[config.mk]
export PLATFORM = sky130hd
export DESIGN_NAME = page_mig_rd_arbiter
export DESIGN_NICKNAME = d
export VERILOG_FILES = /design/src/verilog/page_mig_pkg.sv /design/src/verilog/engine_rd_if.sv /design/src/verilog/host_port_rd_mux.sv /design/src/verilog/mig_done_tracker.sv /design/src/verilog/page_mig_rd_arbiter.sv
export SDC_FILE = /design/constraint.sdc
export NUM_CORES = 1
export LEC_CHECK = 0
export ABC_AREA = 1
export BUFFER_PORTS_ARGS = -buffer_cell sky130_fd_sc_hd__buf_2
export CORE_AREA = 5 5 521 523
export DETAILED_ROUTE_END_ITERATION = 16
export DIE_AREA = 0 0 526 528
export PLACE_DENSITY_LB_ADDON = 0.25
export RECOVER_POWER = 25
export REMOVE_ABC_BUFFERS = 1
export SLEW_MARGIN = 20
export SYNTH_ARGS = -nofsm -noshare
export SYNTH_HDL_FRONTEND = slang
export SYNTH_HIERARCHICAL = 1
export SYNTH_SLANG_ARGS = --single-unit
[constraint.sdc]
create_clock -name axi4_mm_clk -period 2.35 [get_ports axi4_mm_clk]
set_input_delay 0.1175 -clock axi4_mm_clk [delete_from_list [all_inputs] [get_ports axi4_mm_clk]]
set_output_delay 0.1175 -clock axi4_mm_clk [all_outputs]
set_load 0.05 [all_outputs]
[src/verilog/page_mig_pkg.sv]
// widths, vector types and ID field constants shared by the read arbiter
`default_nettype none

package page_mig_pkg;

    // host and engine read channel fields
    typedef logic [11:0] axi_id_t;     // AR/R transaction id
    typedef logic [63:0] mem_addr_t;   // byte address
    typedef logic [5:0]  axi_user_t;   // cacheability hint on AR
    typedef logic [63:0] rd_data_t;    // one read data beat

    // per-engine migration completion count
    typedef logic [63:0] mig_cnt_t;

    // id bit 11 set marks a host-owned transaction
    localparam int ID_HOST_BIT = 11;

    // engine index field starts here in the id
    localparam int ID_ENG_LSB = 6;

    // host read ports, each serving one half of the engines
    localparam int NUM_PORTS = 2;

endpackage : page_mig_pkg

`default_nettype wire

[src/verilog/engine_rd_if.sv]
// engine_rd_if, one engine's read request and read response bundle
`timescale 1ns/100ps
`default_nettype none

interface engine_rd_if;

    import page_mig_pkg::*;

    // read address channel
    axi_id_t   ar_id;
    mem_addr_t ar_addr;
    axi_user_t ar_user;
    logic      ar_valid;
    logic      ar_ready;

    // read data channel, no back-pressure
    rd_data_t  r_data;
    axi_id_t   r_id;
    logic      r_valid;

    // engine side issues requests and takes responses
    modport engine (
        output ar_id, ar_addr, ar_user, ar_valid,
        input  ar_ready, r_id, r_data, r_valid
    );

    // host port mux side
    modport port (
        input  ar_id, ar_addr, ar_user, ar_valid,
        output ar_ready, r_id, r_data, r_valid
    );

endinterface : engine_rd_if

`default_nettype wire

[src/verilog/host_port_rd_mux.sv]
// host_port_rd_mux, fixed-priority AR arbiter and R router for one host port
`timescale 1ns/100ps
`default_nettype none

module host_port_rd_mux #(
    parameter int NUM_ENGINES = 4,
    parameter int PORT_IDX    = 0
) (
    engine_rd_if.port             rd_engine [NUM_ENGINES/page_mig_pkg::NUM_PORTS],

    output page_mig_pkg::axi_id_t   host_ar_id,
    output page_mig_pkg::mem_addr_t host_ar_addr,
    output page_mig_pkg::axi_user_t host_ar_user,
    output logic                    host_ar_valid,
    input  logic                    host_ar_ready,

    input  page_mig_pkg::axi_id_t   host_r_id,
    input  page_mig_pkg::rd_data_t  host_r_data,
    input  logic                    host_r_valid,
    output logic                    host_r_ready
);

    import page_mig_pkg::*;

    localparam int ENG_PER_PORT = NUM_ENGINES / NUM_PORTS;
    localparam int ENG_IDX_W    = $clog2(NUM_ENGINES);
    localparam int LOC_W        = (ENG_PER_PORT > 1) ? $clog2(ENG_PER_PORT) : 1;
    localparam int BASE_IDX     = PORT_IDX * ENG_PER_PORT;  // global index of local engine 0

    axi_id_t              eng_ar_id   [ENG_PER_PORT];
    mem_addr_t            eng_ar_addr [ENG_PER_PORT];
    axi_user_t            eng_ar_user [ENG_PER_PORT];
    logic [ENG_PER_PORT-1:0] eng_ar_valid;
    logic [ENG_PER_PORT-1:0] eng_ar_ready;
    logic [ENG_PER_PORT-1:0] eng_r_hit;
    logic [ENG_PER_PORT-1:0] low_valid;    // lowest asking engine, one-hot

    logic [LOC_W-1:0]     win_idx;         // local index of the granted engine
    logic                 rsp_to_engine;   // response is engine-owned

    // flatten the interface array so it can be indexed by win_idx
    for (genvar g = 0; g < ENG_PER_PORT; g++) begin : g_eng
        assign eng_ar_id[g]    = rd_engine[g].ar_id;
        assign eng_ar_addr[g]  = rd_engine[g].ar_addr;
        assign eng_ar_user[g]  = rd_engine[g].ar_user;
        assign eng_ar_valid[g] = rd_engine[g].ar_valid;

        assign rd_engine[g].ar_ready = eng_ar_ready[g];
        assign rd_engine[g].r_id     = host_r_id;     // id and data broadcast
        assign rd_engine[g].r_data   = host_r_data;
        assign rd_engine[g].r_valid  = eng_r_hit[g];
    end

    // lowest local index wins, local 0 when nobody asks
    always_comb begin
        win_idx = '0;
        for (int i = ENG_PER_PORT - 1; i >= 0; i--) begin
            if (eng_ar_valid[i]) begin
                win_idx = LOC_W'(i);
            end
        end
    end

    // request path is purely combinational, stall holds the winner
    always_comb begin
        host_ar_id              = eng_ar_id[win_idx];
        host_ar_id[ID_HOST_BIT] = 1'b0;   // mark as engine-owned
        host_ar_addr            = eng_ar_addr[win_idx];
        host_ar_user            = eng_ar_user[win_idx];
        host_ar_valid           = eng_ar_valid[win_idx];

        eng_ar_ready          = '0;
        eng_ar_ready[win_idx] = host_ar_ready;
    end

    assign host_r_ready  = 1'b1;
    assign rsp_to_engine = host_r_valid & ~host_r_id[ID_HOST_BIT];

    // steer r_valid by the engine field of the id
    always_comb begin
        for (int i = 0; i < ENG_PER_PORT; i++) begin
            eng_r_hit[i] = rsp_to_engine &&
                (host_r_id[ID_ENG_LSB +: ENG_IDX_W] == ENG_IDX_W'(BASE_IDX + i));
        end
    end

    assign low_valid = eng_ar_valid & (~eng_ar_valid + ENG_PER_PORT'(1));

    // grant reaches at most one engine, and only the lowest one asking
    always_comb begin
        a_one_ar_ready: assert ($onehot0(eng_ar_ready) && (eng_ar_valid == '0 ||
                eng_ar_ready == (host_ar_ready ? low_valid : '0)))
            else $error("port %0d granted ar_ready to the wrong engines", PORT_IDX);
    end

endmodule : host_port_rd_mux

`default_nettype wire

[src/verilog/mig_done_tracker.sv]
// mig_done_tracker, migration cycle completion detect and done counters
`timescale 1ns/100ps
`default_nettype none

module mig_done_tracker #(
    parameter int NUM_ENGINES = 4
) (
    input  logic                   axi4_mm_clk,
    input  logic                   rst_n,

    input  page_mig_pkg::mig_cnt_t engine_done_cnt [NUM_ENGINES],

    output page_mig_pkg::mig_cnt_t total_mig_done_cnt,
    output page_mig_pkg::mig_cnt_t mig_done_cnt,     // CSR counter of completed cycles
    output logic                   mig_cycle_done
);

    import page_mig_pkg::*;

    mig_cnt_t rec_done_cnt [NUM_ENGINES];   // counts seen at the last completion
    logic     all_same;
    logic     any_new;

    // every engine at the same count, and that count not yet recorded
    always_comb begin
        all_same = 1'b1;
        any_new  = 1'b0;
        for (int i = 0; i < NUM_ENGINES; i++) begin
            if (engine_done_cnt[i] != engine_done_cnt[0]) begin
                all_same = 1'b0;
            end
            if (engine_done_cnt[i] != rec_done_cnt[i]) begin
                any_new = 1'b1;
            end
        end
    end

    assign mig_cycle_done = all_same & any_new;

    always_ff @(posedge axi4_mm_clk) begin
        if (!rst_n) begin
            rec_done_cnt       <= '{default: '0};
            total_mig_done_cnt <= '0;
            mig_done_cnt       <= '0;
        end else if (mig_cycle_done) begin
            rec_done_cnt       <= engine_done_cnt;    // clears the condition next cycle
            total_mig_done_cnt <= engine_done_cnt[0]; // all equal, any one will do
            mig_done_cnt       <= mig_done_cnt + 1'b1;
        end
    end

    // recording the counts must drop the pulse after one cycle
    a_single_pulse: assert property (
        @(posedge axi4_mm_clk) disable iff (!rst_n)
        mig_cycle_done |=> !mig_cycle_done
    ) else $error("mig_cycle_done held for more than one cycle");

endmodule : mig_done_tracker

`default_nettype wire

[src/verilog/page_mig_rd_arbiter.sv]
// page_mig_rd_arbiter, top level with engine interfaces, host port muxes and tracker
`timescale 1ns/100ps
`default_nettype none

module page_mig_rd_arbiter #(
    parameter int NUM_ENGINES = 4   // even, at least 2
) (
    input  logic                    axi4_mm_clk,
    input  logic                    rst_n,

    // engine read request side
    input  page_mig_pkg::axi_id_t   eng_ar_id    [NUM_ENGINES],
    input  page_mig_pkg::mem_addr_t eng_ar_addr  [NUM_ENGINES],
    input  page_mig_pkg::axi_user_t eng_ar_user  [NUM_ENGINES],
    input  logic                    eng_ar_valid [NUM_ENGINES],
    output logic                    eng_ar_ready [NUM_ENGINES],

    // engine read response side
    output page_mig_pkg::axi_id_t   eng_r_id     [NUM_ENGINES],
    output page_mig_pkg::rd_data_t  eng_r_data   [NUM_ENGINES],
    output logic                    eng_r_valid  [NUM_ENGINES],

    input  page_mig_pkg::mig_cnt_t  eng_done_cnt [NUM_ENGINES],

    // host read ports
    output page_mig_pkg::axi_id_t   host_ar_id    [page_mig_pkg::NUM_PORTS],
    output page_mig_pkg::mem_addr_t host_ar_addr  [page_mig_pkg::NUM_PORTS],
    output page_mig_pkg::axi_user_t host_ar_user  [page_mig_pkg::NUM_PORTS],
    output logic                    host_ar_valid [page_mig_pkg::NUM_PORTS],
    input  logic                    host_ar_ready [page_mig_pkg::NUM_PORTS],

    input  page_mig_pkg::axi_id_t   host_r_id     [page_mig_pkg::NUM_PORTS],
    input  page_mig_pkg::rd_data_t  host_r_data   [page_mig_pkg::NUM_PORTS],
    input  logic                    host_r_valid  [page_mig_pkg::NUM_PORTS],
    output logic                    host_r_ready  [page_mig_pkg::NUM_PORTS],

    // completion bookkeeping
    output page_mig_pkg::mig_cnt_t  total_mig_done_cnt,
    output page_mig_pkg::mig_cnt_t  mig_done_cnt,
    output logic                    mig_cycle_done
);

    import page_mig_pkg::*;

    localparam int ENG_PER_PORT = NUM_ENGINES / NUM_PORTS;

    // one interface array per host port, together covering all engines
    for (genvar p = 0; p < NUM_PORTS; p++) begin : g_port
        engine_rd_if port_if [ENG_PER_PORT] ();

        for (genvar j = 0; j < ENG_PER_PORT; j++) begin : g_eng
            // engine p*ENG_PER_PORT + j lives on this port
            assign port_if[j].ar_id    = eng_ar_id[p*ENG_PER_PORT + j];
            assign port_if[j].ar_addr  = eng_ar_addr[p*ENG_PER_PORT + j];
            assign port_if[j].ar_user  = eng_ar_user[p*ENG_PER_PORT + j];
            assign port_if[j].ar_valid = eng_ar_valid[p*ENG_PER_PORT + j];

            assign eng_ar_ready[p*ENG_PER_PORT + j] = port_if[j].ar_ready;
            assign eng_r_id[p*ENG_PER_PORT + j]     = port_if[j].r_id;
            assign eng_r_data[p*ENG_PER_PORT + j]   = port_if[j].r_data;
            assign eng_r_valid[p*ENG_PER_PORT + j]  = port_if[j].r_valid;
        end

        host_port_rd_mux #(
            .NUM_ENGINES (NUM_ENGINES),
            .PORT_IDX    (p)
        ) u_port_mux (
            .rd_engine     (port_if),
            .host_ar_id    (host_ar_id[p]),
            .host_ar_addr  (host_ar_addr[p]),
            .host_ar_user  (host_ar_user[p]),
            .host_ar_valid (host_ar_valid[p]),
            .host_ar_ready (host_ar_ready[p]),
            .host_r_id     (host_r_id[p]),
            .host_r_data   (host_r_data[p]),
            .host_r_valid  (host_r_valid[p]),
            .host_r_ready  (host_r_ready[p])
        );
    end

    // all engines report into one tracker
    mig_done_tracker #(
        .NUM_ENGINES (NUM_ENGINES)
    ) u_done_tracker (
        .axi4_mm_clk        (axi4_mm_clk),
        .rst_n              (rst_n),
        .engine_done_cnt    (eng_done_cnt),
        .total_mig_done_cnt (total_mig_done_cnt),
        .mig_done_cnt       (mig_done_cnt),
        .mig_cycle_done     (mig_cycle_done)
    );

endmodule : page_mig_rd_arbiter

`default_nettype wire
==> flow_metrics.tcl <==
set metrics [dict create \
    rsz0062_at_grt "true" \
    design_area_mm2 0.03671 \
    wl_per_cell_um 30.50 \
    netlist_top_cells_count "nand2_1, nor2_1, buf_4" \
    synth_area_mm2 0.02520 \
    status "complete, but fails checks" \
    area_growth_pct 45.70 \
    initial_core_util 0.09455 \
    gp_congestion 0.9174 \
    dpl.hpwl_um 234100 \
    cp-end-kind "primary output" \
    hp-class "in2reg" \
    grt_pass1_vias 28240 \
    die-area_mm2 0.2777 \
    grt_pass1_wl_um 322000 \
    timing.fmax_mhz 371.8 \
    critPathMaxFanout 2 \
    arrival_ns 2.57 \
    timing.rr.start "u_done_tracker/rec_done_cnt[57]" \
    p_int_mw 11.84 \
    core_area_mm2 0.2665 \
    pwr-share-clk 0.468 \
    min_period_ns 2.689 \
    placed_cell_area_mm2 0.03392 \
    synth_largest_area_cell "dfxtp_1" \
    drc 0 \
    synth-edff-count 0 \
    die_y_um 528 \
    ant_nets 0 \
    timing.final.ws_setup_ns -0.3395 \
    finalClockSkew_ns 0.04472 \
    final_max_slew_viol_count 0 \
    switchingPower_mw 5.790 \
    crit_type "reg2out" \
    worst_slew_pin_slew_ns 0.5705 \
    p_comb_frac 0.224 \
    powerDensity_mw_per_mm2 480.1 \
    fp.dieW_um 526 \
    cts_tree "done" \
    final_util 0.1378 \
    io_buffer_count 908 \
    cts_buffer_depth 3 \
    start_kind "flop" \
    synthTopCellsByArea "dfxtp_1, nand2_1, buf_4, nor2_1, xor2_1" \
    hp-start "rst_n" \
    drt-initial-drc-count 1619 \
    cap_violations 0 \
    grt_overflow 0 \
    drive_gt1_frac 0.3103 \
    cts_root_buf "clkbuf_16" \
    fin_crit_sh 1.144 \
    yosysMostFrequentCell "nand2_1" \
    grt.total_usage 0.1812 \
    vias_per_cell 3.389 \
    synthFlopType "dfxtp_1" \
    fillers 31300 \
    layout.nets 5773 \
    drt_first_pass_iters 6 \
    leakage_nw 17.45 \
    fin_setup_tns_ns -61.35 \
    antenna_found_initial 69 \
    yosysTopAreaCellShare 0.2542 \
    yosys_warnings 6 \
    peakVddDrop_uv 538.0 \
    dp.cells 8491 \
    ys_async_sr_fraction 0 \
    fin_cells 8641 \
    insertion_delay_ns 0.65 \
    synth_cells 4198 \
    syn_area_per_cell_um2 6.002 \
    crit_start "u_done_tracker/rec_done_cnt[57]" \
    postRouteWirelength_um 263500 \
    ys_types 25 \
    cts_sinks 320 \
    path_clk_slew_ns 0.06 \
    violations "negative setup slack" \
    synth-seq-cells 320 \
    rows 190 \
    synth-seq-area-share 0.2542 \
    pin_count 1355 \
    finalHoldViolCount 0 \
    cts_htree_levels 2 \
    p_seq_frac 0.308 \
    num_vias 29280 \
    cts_buffers 48 \
    grt_max_degree 83 \
    p_sw_frac 0.3285 \
    cp.required_ns 2.23 \
    relSlewSlack 0.6223 \
    setup_viol 321 \
]
cell families (layout without fill, tap and decap cells):
kind of cell / Yosys count / in the layout / synth area share
and+or+nand+nor: 2305 / 2305 / 0.3666
buffers and inverters: 964 / 1829 / 0.2096
xor gates and xnor gates: 326 / 326 / 0.1133
DFF: 320 / 320 / 0.2542
AOI/OAI and AO/OA: 278 / 278 / 0.05522
other: 4 / 30 / 0.0005957
adders and majority gates: 1 / 1 / 0.0004965
layer usage:
metal  vias up  track usage  share of wire
met5         -      0.04416         0.0070
met4        49      0.06440          0.039
met3       289       0.1225           0.15
met2      1653       0.3294           0.50
met1     13170       0.1540           0.30
li1      14120            -              -
layout make-up:
class                   instances  area (µm²)  share of cell area
flip-flops and latches        320        6464              0.1761
inverters                     380        1429             0.03892
well taps                    3552        4444              0.1211
multi-input cells            2914       13960              0.3803
clock inverters                23       409.1             0.01114
repair buffers               1362        8597              0.2342
clock buffers                  64        1341             0.03653
diodes                         26       65.06            0.001772
worst paths after layout:
path,endpoint,slack (ns),depth (start not counted)
min reg2reg,u_done_tracker/rec_done_cnt[67],0.49,2
min,u_done_tracker/rec_done_cnt[39],0.04,3
max,mig_cycle_done,-0.34,14
max reg2reg,u_done_tracker/rec_done_cnt[230],-0.32,17
critical path, stage by stage, from the launching register on:
cell     delay [ns]
dfxtp_2        0.32
xor2_1         0.16
nor2_2         0.17
nand2_2        0.11
nor2_4         0.14
buf_6          0.14
nand2_8        0.06
nor2_4         0.13
nand2_2        0.08
nor2_4         0.12
buf_6          0.12
nand2_8        0.07
nand2_8        0.11
inv_4          0.04
buf_8          0.14
power by group through the flow:
stage | Clock (mW) | Sequential (mW) | Combinational [mW]
after floorplan | 0 | 5.54 | 1.84
after detailed placement | 0 | 5.54 | 3.90
after global placement | 0 | 5.54 | 3.90
final | 8.25 | 5.43 | 3.95
after global routing | 8.76 | 5.42 | 4.19
after CTS | 8.65 | 5.42 | 3.98
repair_timing:
| action | CTS | global route |
|---|---|---|
| buffers inserted | 4 | 0 |
| gates cloned | 3 | 0 |
| resized for setup | 95 | 108 |
| pin swaps | 20 | 61 |
| endpoints found under the setup margin | 321 | 321 |
| hold buffers | 35 | 0 |
| endpoints found under the hold margin | 130 | 0 |
state kept, by name, indices dropped and copies added, names as in the netlist:
register	flops
u_done_tracker/rec_done_cnt	256
u_done_tracker/mig_done_cnt	64
cells in the final DEF, fill, tap and decap left out, drive strengths merged:
cell type and count:
clkbuf 64, or2 4, dlygate4sd3 35, conb 4, dfxtp 320, bufbuf 2
and2 2, nand3b 20, inv 381, diode 26, nand4 37, xnor2 158
clkinvlp 4, ha 1, nor3 30, bufinv 10, a21oi 278, nand3 273
buf 1325, nor4 3, clkinv 8, nor2 730, xor2 168, nand2 1206
per-stage QoR:
step	power, mW	setup slack (ns)	hold WS [ns]
final	17.63	-0.3395	0.03545
after global routing	18.37	-0.5396	0.03191
after detailed placement	9.445	-1.057	0.2380
after CTS	18.06	-0.5808	0.001191
after global placement	9.445	-1.067	0.2380
after floorplan	7.384	-5.945	0.2350
Power figures use the tool's default switching activity.
